File: config.mk
export PLATFORM = sky130hd
export DESIGN_NAME = aes_top
export DESIGN_NICKNAME = d
export VERILOG_FILES = /design/src/common/aes_ctrl_pkg.sv /design/src/common/aes_pkg.sv /design/src/aes_core/aes_control_unit.sv /design/src/aes_core/aes_datapath.sv /design/src/aes_core/aes_key_expander.sv /design/src/aes_core/aes_sbox_bank.sv /design/src/verilog/aes_top.sv
export SDC_FILE = /design/constraint.sdc
export NUM_CORES = 2
export LEC_CHECK = 0
export ABC_AREA = 1
export BUFFER_PORTS_ARGS = -buffer_cell sky130_fd_sc_hd__buf_2
export CORE_MARGIN = 4
export CORE_UTILIZATION = 66
export DETAILED_ROUTE_END_ITERATION = 8
export PLACE_DENSITY = 0.95
export SYNTH_ARGS = -nofsm -noshare
export SYNTH_HDL_FRONTEND = slang
export SYNTH_SLANG_ARGS = --single-unit
File: constraint.sdc
create_clock -name clk -period 24.6 [get_ports clk]
set_input_delay 0 -clock clk [delete_from_list [all_inputs] [get_ports clk]]
set_output_delay 0 -clock clk [all_outputs]
set_load 0.01 [all_outputs]
File: src/common/aes_ctrl_pkg.sv
package aes_ctrl_pkg;

	// ====================
	// Sequencer states
	// ====================

	// Round 0 is key addition only, then key cycle plus four columns per round
	typedef enum logic [3:0]
	{
		IDLE        = 4'd0,
		ROUND0_COL0 = 4'd1,
		ROUND0_COL1 = 4'd2,
		ROUND0_COL2 = 4'd3,
		ROUND0_COL3 = 4'd4,
		ROUND_KEY   = 4'd5,
		ROUND_COL0  = 4'd6,
		ROUND_COL1  = 4'd7,
		ROUND_COL2  = 4'd8,
		ROUND_COL3  = 4'd9,
		READY       = 4'd10
	} ctrl_state_e;

	// S-box input, a state column or the g function word
	typedef enum logic [2:0]
	{
		COL_0      = 3'b000,
		COL_1      = 3'b001,
		COL_2      = 3'b010,
		COL_3      = 3'b011,
		G_FUNCTION = 3'b100
	} sbox_src_e;

	// Column register source
	typedef enum logic [1:0]
	{
		SHIFT_ROWS = 2'b00,
		ADD_RK     = 2'b01,
		INPUT      = 2'b10
	} col_src_e;

	// ====================
	// Control bus
	// ====================

	typedef struct packed
	{
		sbox_src_e  sbox_sel;
		col_src_e   col_sel;
		logic [3:0] col_en;
		logic       key_next;
		logic       key_load;
		logic       bypass_sbox;
		logic       last_round;
		logic [3:0] round;
	} ctrl_bus_t;

endpackage

File: src/common/aes_pkg.sv
package aes_pkg;

	// ====================
	// Data types
	// ====================

	// One state byte
	typedef logic [7:0] byte_t;

	// One state column or one key word
	typedef logic [31:0] word_t;

	// Full block, byte 0 in the top bits as in FIPS-197
	typedef logic [127:0] block_t;

	// AES-128 round count
	localparam logic [3:0] NUM_ROUNDS = 4'd10;

	// Block modes
	typedef enum logic
	{
		ECB = 1'b0,
		CTR = 1'b1
	} aes_mode_e;

	// ====================
	// S-box table
	// ====================

	// Forward S-box, entry 0x00 in the top byte
	localparam logic [2047:0] SBOX_TABLE =
	{
		128'h637c777bf26b6fc53001672bfed7ab76,
		128'hca82c97dfa5947f0add4a2af9ca472c0,
		128'hb7fd9326363ff7cc34a5e5f171d83115,
		128'h04c723c31896059a071280e2eb27b275,
		128'h09832c1a1b6e5aa0523bd6b329e32f84,
		128'h53d100ed20fcb15b6acbbe394a4c58cf,
		128'hd0efaafb434d338545f9027f503c9fa8,
		128'h51a3408f929d38f5bcb6da2110fff3d2,
		128'hcd0c13ec5f974417c4a77e3d645d1973,
		128'h60814fdc222a908846eeb814de5e0bdb,
		128'he0323a0a4906245cc2d3ac629195e479,
		128'he7c8376d8dd54ea96c56f4ea657aae08,
		128'hba78252e1ca6b4c6e8dd741f4bbd8b8a,
		128'h703eb5664803f60e613557b986c11d9e,
		128'he1f8981169d98e949b1e87e9ce5528df,
		128'h8ca1890dbfe6426841992d0fb054bb16
	};

endpackage

File: src/aes_core/aes_control_unit.sv
module aes_control_unit
(
	input  logic                   clk,
	input  logic                   rst_n,
	input  logic                   start,
	input  logic                   disable_core,
	output aes_ctrl_pkg::ctrl_bus_t ctrl,
	output logic                   done
);
	import aes_pkg::*;
	import aes_ctrl_pkg::*;

	ctrl_state_e state;
	ctrl_state_e next_state;
	logic [3:0] round_cnt;
	logic round_last;
	logic [1:0] col_idx;

	// ====================
	// State register
	// ====================

	always_ff @(posedge clk or negedge rst_n)
	begin
		if (!rst_n)
			state <= IDLE;
		else if (disable_core)
			state <= IDLE;
		else
			state <= next_state;
	end

	// Round 0 runs four columns, then key and columns until round 10
	always_comb
	begin
		next_state = state;
		case (state)
			IDLE:        next_state = start ? ROUND0_COL0 : IDLE;
			ROUND0_COL0: next_state = ROUND0_COL1;
			ROUND0_COL1: next_state = ROUND0_COL2;
			ROUND0_COL2: next_state = ROUND0_COL3;
			ROUND0_COL3: next_state = ROUND_KEY;
			ROUND_KEY:   next_state = ROUND_COL0;
			ROUND_COL0:  next_state = ROUND_COL1;
			ROUND_COL1:  next_state = ROUND_COL2;
			ROUND_COL2:  next_state = ROUND_COL3;
			ROUND_COL3:  next_state = round_last ? READY : ROUND_KEY;
			READY:       next_state = IDLE;
			default:     next_state = IDLE;
		endcase
	end

	// Round counter, bumped once per key cycle
	always_ff @(posedge clk or negedge rst_n)
	begin
		if (!rst_n)
			round_cnt <= 4'd0;
		else if (state == IDLE)
			round_cnt <= 4'd0;
		else if (state == ROUND_KEY)
			round_cnt <= round_cnt + 4'd1;
	end

	assign round_last = (round_cnt == NUM_ROUNDS);

	// done follows READY by one edge
	always_ff @(posedge clk or negedge rst_n)
	begin
		if (!rst_n)
			done <= 1'b0;
		else
			done <= (state == READY);
	end

	// ====================
	// Control outputs
	// ====================

	// Column handled in the current state
	always_comb
	begin
		case (state)
			ROUND0_COL1, ROUND_COL1: col_idx = 2'd1;
			ROUND0_COL2, ROUND_COL2: col_idx = 2'd2;
			ROUND0_COL3, ROUND_COL3: col_idx = 2'd3;
			default:                 col_idx = 2'd0;
		endcase
	end

	always_comb
	begin
		ctrl.sbox_sel    = sbox_src_e'({1'b0, col_idx});
		ctrl.col_sel     = ADD_RK;
		ctrl.col_en      = 4'b0000;
		ctrl.key_next    = 1'b0;
		ctrl.key_load    = 1'b0;
		ctrl.bypass_sbox = 1'b0;
		ctrl.last_round  = 1'b0;
		ctrl.round       = round_cnt;
		case (state)
			IDLE:
			begin
				// Key and block captured on the start edge
				if (start)
				begin
					ctrl.key_load = 1'b1;
					ctrl.col_sel  = INPUT;
					ctrl.col_en   = 4'b1111;
				end
			end
			ROUND0_COL0, ROUND0_COL1, ROUND0_COL2, ROUND0_COL3:
			begin
				ctrl.bypass_sbox = 1'b1;
				ctrl.col_en      = 4'b0001 << col_idx;
			end
			ROUND_KEY:
			begin
				// S-boxes lent to the key schedule, rows shifted meanwhile
				ctrl.sbox_sel = G_FUNCTION;
				ctrl.key_next = 1'b1;
				ctrl.col_sel  = SHIFT_ROWS;
				ctrl.col_en   = 4'b1111;
			end
			ROUND_COL0, ROUND_COL1, ROUND_COL2, ROUND_COL3:
			begin
				ctrl.col_en     = 4'b0001 << col_idx;
				ctrl.last_round = round_last;
			end
			READY:
				ctrl.last_round = round_last;
			default:
				ctrl.col_en = 4'b0000;
		endcase
	end

	// ====================
	// Checks
	// ====================

	// Block finished, sequencer already back in IDLE
	assert property (@(posedge clk) disable iff (!rst_n)
		done |-> state == IDLE);

	assert property (@(posedge clk) disable iff (!rst_n)
		ctrl.sbox_sel == G_FUNCTION |-> state == ROUND_KEY);

	assert property (@(posedge clk) disable iff (!rst_n)
		round_cnt <= NUM_ROUNDS);

endmodule

File: src/aes_core/aes_datapath.sv
module aes_datapath
(
	input  logic                    clk,
	input  logic                    rst_n,
	input  logic                    start,
	input  logic                    iv_load,
	input  aes_pkg::aes_mode_e      mode,
	input  aes_ctrl_pkg::ctrl_bus_t ctrl,
	input  aes_pkg::block_t         data_in,
	input  aes_pkg::block_t         iv,
	input  aes_pkg::block_t         round_key,
	input  aes_pkg::word_t          sub_word,
	output aes_pkg::word_t          sel_col,
	output aes_pkg::block_t         data_out
);
	import aes_pkg::*;
	import aes_ctrl_pkg::*;

	word_t col_q [4];
	word_t shifted [4];
	word_t rk_word [4];
	word_t base_col;
	word_t new_col;
	block_t load_blk;
	block_t state_blk;
	block_t saved_in_q;
	block_t counter_q;
	aes_mode_e mode_q;
	logic [1:0] col_idx;
	logic capture;
	logic ctr_step;

	function automatic byte_t xtime(input byte_t b);
		return {b[6:0], 1'b0} ^ (b[7] ? 8'h1b : 8'h00);
	endfunction

	// One MixColumns column
	function automatic word_t mix_column(input word_t c);
		byte_t a0;
		byte_t a1;
		byte_t a2;
		byte_t a3;
		a0 = c[31:24];
		a1 = c[23:16];
		a2 = c[15:8];
		a3 = c[7:0];
		return {xtime(a0) ^ xtime(a1) ^ a1 ^ a2 ^ a3,
			a0 ^ xtime(a1) ^ xtime(a2) ^ a2 ^ a3,
			a0 ^ a1 ^ xtime(a2) ^ xtime(a3) ^ a3,
			xtime(a0) ^ a0 ^ a1 ^ a2 ^ xtime(a3)};
	endfunction

	// ====================
	// Column logic
	// ====================

	assign col_idx = ctrl.sbox_sel[1:0];
	assign sel_col = col_q[col_idx];

	// Row r of column c comes from column c + r
	always_comb
	begin
		for (int c = 0; c < 4; c++)
		begin
			rk_word[c] = round_key[127 - 32 * c -: 32];
			shifted[c] = {col_q[c][31:24], col_q[(c + 1) % 4][23:16],
				col_q[(c + 2) % 4][15:8], col_q[(c + 3) % 4][7:0]};
		end
	end

	// Round 0 adds the raw column, the last round skips MixColumns
	assign base_col = ctrl.bypass_sbox ? sel_col : sub_word;
	assign new_col = ((ctrl.bypass_sbox || ctrl.last_round) ? base_col : mix_column(base_col))
		^ rk_word[col_idx];

	// CTR encrypts the counter instead of the data
	assign load_blk = (mode == CTR) ? counter_q : data_in;

	always_ff @(posedge clk)
	begin
		for (int i = 0; i < 4; i++)
		begin
			if (ctrl.col_en[i])
			begin
				case (ctrl.col_sel)
					INPUT:      col_q[i] <= load_blk[127 - 32 * i -: 32];
					SHIFT_ROWS: col_q[i] <= shifted[i];
					default:    col_q[i] <= new_col;
				endcase
			end
		end
	end

	// ====================
	// Mode registers
	// ====================

	assign capture = (ctrl.col_sel == INPUT) && (|ctrl.col_en);

	// READY is the only cycle with last_round set and no column enabled
	assign ctr_step = (mode_q == CTR) && ctrl.last_round && (ctrl.col_en == 4'b0000);

	always_ff @(posedge clk or negedge rst_n)
	begin
		if (!rst_n)
			mode_q <= ECB;
		else if (capture)
			mode_q <= mode;
	end

	always_ff @(posedge clk)
	begin
		if (capture)
			saved_in_q <= data_in;
	end

	// Host load wins over the block increment
	always_ff @(posedge clk)
	begin
		if (iv_load)
			counter_q <= iv;
		else if (ctr_step)
			counter_q <= counter_q + 128'd1;
	end

	assign state_blk = {col_q[0], col_q[1], col_q[2], col_q[3]};
	assign data_out = (mode_q == CTR) ? (state_blk ^ saved_in_q) : state_blk;

	// Block capture only happens on an accepted start
	assert property (@(posedge clk) disable iff (!rst_n)
		capture |-> start);

endmodule

File: src/aes_core/aes_key_expander.sv
module aes_key_expander
(
	input  logic                    clk,
	input  logic                    rst_n,
	input  aes_ctrl_pkg::ctrl_bus_t ctrl,
	input  aes_pkg::block_t         key,
	input  aes_pkg::word_t          sub_word,
	output aes_pkg::word_t          last_word,
	output aes_pkg::block_t         round_key
);
	import aes_pkg::*;

	block_t key_q;
	word_t g_word;
	word_t w0;
	word_t w1;
	word_t w2;
	word_t w3;

	// Round constants, indexed by rounds already done
	function automatic byte_t rcon(input logic [3:0] rnd);
		case (rnd)
			4'd0:    return 8'h01;
			4'd1:    return 8'h02;
			4'd2:    return 8'h04;
			4'd3:    return 8'h08;
			4'd4:    return 8'h10;
			4'd5:    return 8'h20;
			4'd6:    return 8'h40;
			4'd7:    return 8'h80;
			4'd8:    return 8'h1b;
			4'd9:    return 8'h36;
			default: return 8'h00;
		endcase
	endfunction

	// g result, rcon only touches the top byte
	assign g_word = sub_word ^ {rcon(ctrl.round), 24'h000000};

	// Chained word XORs give the whole next key in one cycle
	assign w0 = key_q[127:96] ^ g_word;
	assign w1 = key_q[95:64] ^ w0;
	assign w2 = key_q[63:32] ^ w1;
	assign w3 = key_q[31:0] ^ w2;

	always_ff @(posedge clk or negedge rst_n)
	begin
		if (!rst_n)
			key_q <= '0;
		else if (ctrl.key_load)
			key_q <= key;
		else if (ctrl.key_next)
			key_q <= {w0, w1, w2, w3};
	end

	// w3 feeds the S-box bank for the next g
	assign last_word = key_q[31:0];
	assign round_key = key_q;

endmodule

File: src/aes_core/aes_sbox_bank.sv
module aes_sbox_bank
(
	input  aes_ctrl_pkg::ctrl_bus_t ctrl,
	input  aes_pkg::word_t          state_col,
	input  aes_pkg::word_t          key_word,
	output aes_pkg::word_t          sub_word
);
	import aes_pkg::*;
	import aes_ctrl_pkg::*;

	word_t in_word;

	// Table lookup, byte b sits at offset (255 - b) * 8
	function automatic byte_t sub_byte(input byte_t b);
		return SBOX_TABLE[{~b, 3'b000} +: 8];
	endfunction

	// g function takes the last key word rotated left by one byte
	always_comb
	begin
		if (ctrl.sbox_sel == G_FUNCTION)
			in_word = {key_word[23:0], key_word[31:24]};
		else
			in_word = state_col;
	end

	// Four byte S-boxes
	assign sub_word =
	{
		sub_byte(in_word[31:24]),
		sub_byte(in_word[23:16]),
		sub_byte(in_word[15:8]),
		sub_byte(in_word[7:0])
	};

endmodule

File: src/verilog/aes_top.sv
module aes_top
(
	input  logic               clk,
	input  logic               rst_n,
	input  logic               start,
	input  logic               disable_core,
	input  logic               iv_load,
	input  aes_pkg::aes_mode_e mode,
	input  aes_pkg::block_t    key,
	input  aes_pkg::block_t    data_in,
	input  aes_pkg::block_t    iv,
	output aes_pkg::block_t    data_out,
	output logic               done
);
	import aes_pkg::*;
	import aes_ctrl_pkg::*;

	ctrl_bus_t ctrl;
	word_t sel_col;
	word_t last_word;
	word_t sub_word;
	block_t round_key;

	// Round sequencer
	aes_control_unit u_ctrl
	(
		.clk          (clk),
		.rst_n        (rst_n),
		.start        (start),
		.disable_core (disable_core),
		.ctrl         (ctrl),
		.done         (done)
	);

	// S-boxes shared by state columns and key schedule
	aes_sbox_bank u_sbox
	(
		.ctrl      (ctrl),
		.state_col (sel_col),
		.key_word  (last_word),
		.sub_word  (sub_word)
	);

	aes_key_expander u_key
	(
		.clk       (clk),
		.rst_n     (rst_n),
		.ctrl      (ctrl),
		.key       (key),
		.sub_word  (sub_word),
		.last_word (last_word),
		.round_key (round_key)
	);

	// Column registers and mode logic
	aes_datapath u_dp
	(
		.clk       (clk),
		.rst_n     (rst_n),
		.start     (start),
		.iv_load   (iv_load),
		.mode      (mode),
		.ctrl      (ctrl),
		.data_in   (data_in),
		.iv        (iv),
		.round_key (round_key),
		.sub_word  (sub_word),
		.sel_col   (sel_col),
		.data_out  (data_out)
	);

endmodule
==> results.json, run 1 <==
{
  "die_y_um": 284.4,
  "lastStage": "5_1_grt",
  "cts_setup_buffers": 0,
  "ioPinCount": 519,
  "syn_area_per_cell_um2": 6.308,
  "ys_seq_area_share_pct": 29.71,
  "place.gp.congestion": 1.181,
  "synth_cell_type_count": 55,
  "status": "stopped before the end",
  "port-buffer-count": 518,
  "die_w_um": 284.4,
  "grt_usage_pct": 77.94,
  "syn_nets": 8426,
  "htreeDepth": 2,
  "clockRootBuffer": "clkbuf_16",
  "async_flop_share_pct": 26.44,
  "synth_warnings": 0,
  "antenna_found_initial": 65,
  "synth-seq-cells": 522,
  "placed_area_um2": 52560,
  "tool.error": "[ERROR GRT-0232] Routing congestion too high. Check the congestion heatmap in the GUI.",
  "ys.flop_type": "edfxtp_1",
  "synth-edff-count": 384,
  "fp-row-count": 101,
  "grt-ovfl-total": 13,
  "syn_inst": 7994,
  "cts.repair.resized": 0,
  "holdBufCountCts": 405,
  "start_util_pct": 66.51,
  "tritoncts.num_buffers": 57,
  "grt_max_degree": 170,
  "clockBufferDepth": 3,
  "dpl.hpwl_um": 174700,
  "clkSinkCount": 522,
  "syn_area_um2": 50430
}
[synthesized netlist by cell type (11+ instances only)]
| cell type | n | area [um2] |
|---|---|---|
| nor2_1 | 280 | 1051 |
| inv_1 | 711 | 2669 |
| nand3b_1 | 17 | 127.6 |
| buf_6 | 37 | 416.7 |
| xor2_1 | 304 | 2663 |
| buf_1 | 32 | 120.1 |
| nand3_1 | 1440 | 7207 |
| o21bai_1 | 23 | 172.7 |
| o21ai_1 | 72 | 360.4 |
| edfxtp_1 | 384 | 11530 |
| nand2_1 | 3052 | 11460 |
| a31oi_1 | 12 | 75.07 |
| nand2_2 | 74 | 462.9 |
| o21ai_0 | 307 | 1536 |
| xor2_2 | 11 | 178.9 |
| clkbuf_1 | 178 | 668.1 |
| nand4_1 | 55 | 344.1 |
| a21oi_1 | 109 | 545.5 |
| ha_1 | 42 | 525.5 |
| dfrtp_1 | 138 | 3453 |
| inv_2 | 41 | 153.9 |
| nor4_1 | 65 | 406.6 |
| buf_4 | 51 | 382.9 |
| xnor2_1 | 33 | 289.0 |
| nand3_2 | 13 | 130.1 |
| o221ai_1 | 41 | 359.1 |
| nor3_1 | 65 | 325.3 |
| nor2_2 | 11 | 68.82 |
| or2_2 | 30 | 187.7 |
| o211ai_1 | 167 | 1254 |
| buf_2 | 126 | 630.6 |
[logic make-up after synthesis]
| group | count (synthesis) | share of synthesized area, % |
|---|---|---|
| buffers and inverters | 1180 | 10.03 |
| XOR/XNOR | 348 | 6.208 |
| multiplexers | 1 | 0.01985 |
| adder cells (fa/ha/maj) | 42 | 1.042 |
| AO/OA/AOI/OAI | 776 | 9.393 |
| AND/OR/NAND/NOR | 5125 | 43.59 |
| flip-flops | 522 | 29.71 |
[per-layer routing]
metal,overflow,GRT usage [%]
met1,1,77.41
met2,3,90.55
met3,2,68.29
met4,7,74.30
met5,0,49.46
[through the flow]
step	std cells	hold WS, ns	util (%)	setup slack (ns)
4_1_cts	9631	0.0009142	77.32	17.51
3_5_place_dp	9120	0.1506	69.32	17.52
3_3_place_gp	9120	0.1450	69.32	17.58
2_1_floorplan	7994	-0.2956	-	8.556
==> inputs of run 2 (changes only) <==
--- a/config.mk
+++ b/config.mk
@@ -8,9 +8,9 @@
 export ABC_AREA = 1
 export BUFFER_PORTS_ARGS = -buffer_cell sky130_fd_sc_hd__buf_2
 export CORE_MARGIN = 4
-export CORE_UTILIZATION = 66
+export CORE_UTILIZATION = 40
 export DETAILED_ROUTE_END_ITERATION = 8
-export PLACE_DENSITY = 0.95
+export PLACE_DENSITY_LB_ADDON = 0.15
 export SYNTH_ARGS = -nofsm -noshare
 export SYNTH_HDL_FRONTEND = slang
 export SYNTH_SLANG_ARGS = --single-unit
==> run 2 against run 1 <==
  * The flow now finishes, with violations (design-rule violations, max-capacitance violations)
  * Synthesized area is the same
  * Synthesized cell count did not move
==> results.json, run 2 <==
{
  "critPathMaxFanout": 61,
  "drt_iter0_drc": 9820,
  "dr.pass1.iters": 9,
  "cts_tree": "done",
  "synthTopCellsByArea": "edfxtp_1 23%, nand2_1 23%, nand3_1 14%",
  "clk_latency_ns": 0.70,
  "hp-class": "input pin to flip-flop",
  "syn_nets": 8426,
  "setup_viol": 0,
  "critical_path_class": "flip-flop to flip-flop",
  "status": "complete, but fails checks",
  "synth_cell_type_count": 55,
  "ys_seq_area_share_pct": 29.71,
  "clockRootBuffer": "clkbuf_16",
  "end_kind": "flip-flop",
  "port-buffer-count": 518,
  "grt_usage_pct": 41.12,
  "cap_violations": 1,
  "synth-seq-cells": 522,
  "dpl.hpwl_um": 211300,
  "fmax_ghz": 0.1312,
  "antenna_found_initial": 6,
  "seq_power_share_pct": 14.6,
  "clockBufferDepth": 3,
  "clockPowerShare_pct": 11.3,
  "final.min_clock_period_ns": 7.623,
  "finClkSkew_ns": 0.03896,
  "die_w_um": 363.1,
  "yosys.area.top_type": "edfxtp_1",
  "worst_slew_pin_slew_ns": 1.478,
  "crit_path_frequent_cell": "nand2_1",
  "yosysTopAreaCellShare_pct": 22.87,
  "syn_inst": 7994,
  "slew_violations": 0,
  "grt_max_degree": 147,
  "layout_commonest_cell": "nand2_1",
  "place.gp.congestion": 1.058,
  "syn_area_um2": 50430,
  "combinationalPowerShare_pct": 74.0,
  "ys.flop_type": "edfxtp_1",
  "crit_arrival_ns": 8.06,
  "syn_area_per_cell_um2": 6.308,
  "failed_checks": "design-rule violations, max-capacitance violations",
  "critPathLaunchType": "flip-flop",
  "grt_pass1_vias": 56880,
  "finalCritPeriodShare_pct": 30.99,
  "htreeDepth": 3,
  "design.core.area_um2": 125400,
  "start_util_pct": 40.21,
  "wl_per_cell_um": 27.50,
  "critPathMaxStageDelay_ns": 0.59,
  "async_flop_share_pct": 26.44,
  "cp_slowest_cell": "buf_4",
  "peakVddDrop_uv": 81.46,
  "ioPinCount": 519,
  "powerDensity_nw_per_um2": 154.5,
  "synth-edff-count": 384,
  "tritoncts.num_buffers": 69,
  "grt_pass1_wl_um": 401600,
  "dp_cells": 9809,
  "yosys-top-cells-count": "3052 x nand2_1, 1440 x nand3_1, 711 x inv_1",
  "route.vias.total": 61450,
  "drive_gt1_share_pct": 10.55,
  "num-fill-cells": 13070,
  "layoutNonFillerInstCount": 10320,
  "rsz0062_at_grt": "false",
  "drt_wl_total_um": 283800,
  "vias_per_cell": 5.952,
  "clkSinkCount": 522,
  "syn_to_final_growth_pct": 18.37,
  "cp.required_ns": 25.04,
  "hold_viol_final": 0,
  "fin_setup_tns_ns": 0,
  "synth_warnings": 0,
  "leakage_nw": 28.44,
  "fp-row-count": 130,
  "swShare_pct": 61.58,
  "grt-ovfl-total": 0,
  "yosys.cell_count.top_type": "nand2_1",
  "die-area_um2": 131800,
  "die_y_um": 363.1,
  "fin_nets": 9051,
  "drc": 15,
  "p_int_mw": 3.542,
  "cts.repair.resized": 0,
  "clk_pin_slew_ns": 0.06,
  "timing.slew.headroom_pct": 0.4117,
  "switchingPower_mw": 5.678,
  "final_cell_mix": "3045 x nand2_1, 1440 x nand3_1, 707 x inv_1",
  "drtAntennaViolNets": 0
}
-- run 2: cells by family (layout without fill, tap and decap cells) --
logic type               count (synthesis)  after routing  synth area share (%)
other                                    0              3                     0
AND/OR/NAND/NOR                       5125           5125                 43.59
buffers and inverters                 1180           1856                 10.03
XOR/XNOR                               348            348                 6.208
AO/OA/AOI/OAI                          776            776                 9.393
flip-flops                             522            522                 29.71
multiplexers                             1              1               0.01985
adder cells (fa/ha/maj)                 42             42                 1.042
-- run 2: power groups by stage --
stage                     Combinational [mW]  Sequential (mW)  Clock (mW)
after global placement                  6.52             1.35           0
after detailed placement                6.47             1.36           0
after global routing                    7.28             1.36        1.08
after floorplan                         4.36             1.27           0
final                                   6.83             1.35        1.04
after CTS                               6.55             1.34        1.05
-- run 2: critical path, delay by kind of cell (launching register included) --
kind	cells	cell delay, ns
and+or+nand+nor	27	4.73
DFF	1	0.46
adders and majority gates	1	0.42
buffers and inverters	5	1.56
AOI/OAI and AO/OA	1	0.10
-- run 2: through the flow --
stage | setup WS, ns | total power, mW | utilization [%] | hold slack [ns] | area [um2]
final | 16.98 | 9.221 | 47.60 | 0.03558 | 59690
after global routing | 16.68 | 9.716 | 47.59 | 0.04002 | 59690
after CTS | 17.31 | 8.935 | 47.59 | 0.001714 | 59680
after detailed placement | 17.33 | 7.825 | 42.70 | -0.09186 | 53550
after global placement | 17.32 | 7.871 | 42.70 | -0.09023 | 53550
after floorplan | 8.556 | 5.632 | - | -0.2956 | 50430
-- run 2: area by class of cell --
cell class	instances	area, um2	share of cell area, %
multi-input cells	6292	30490	51.08
clock buffers	93	1858	3.113
flip-flops and latches	522	14990	25.11
repair buffers	978	7053	11.82
inverters	756	2856	4.785
clock inverters	29	372.9	0.6246
diodes	3	7.507	0.01258
well taps	1650	2064	3.459
-- run 2: timing repair --
action                     4_1_cts  5_1_grt
hold buffers                   389        0
hold endpoints to repair       595        0
buffers inserted                 0        0
setup endpoints to repair        0        0
-- run 2: path summary, 6_finish.rpt --
kind                                                    end                             from  cells after the start  slack [ns]
setup / recovery                u_dp.col_q[2][22]$_DFFE_PP_        u_ctrl.state[0]$_DFF_PN0_                     34       16.98
min in group asynchronous  u_key.round_key[103]$_DFFE_PN0P_                            rst_n                      4        0.41
hold / removal                u_dp.saved_in_q[81]$_DFFE_PP_                      data_in[81]                      2        0.04
max in group asynchronous  u_key.round_key[114]$_DFFE_PN0P_                            rst_n                      5       22.60
setup reg to reg                u_dp.col_q[2][22]$_DFFE_PP_        u_ctrl.state[0]$_DFF_PN0_                     34       16.98
hold reg to reg             u_key.round_key[11]$_DFFE_PN0P_  u_key.round_key[11]$_DFFE_PN0P_                      2        0.54
-- run 2: layer usage --
| layer | vias to the layer above | part of all wire (%) | GRT usage, % |
|---|---|---|---|
| met4 | 4 | 5.5 | 18.67 |
| met3 | 578 | 11 | 9.136 |
| met5 | - | 0.0078 | 0 |
| met2 | 4096 | 43 | 62.48 |
| met1 | 29240 | 40 | 55.83 |
| li1 | 27530 | - | - |
Note: power is estimated with default switching activity, not from simulation.
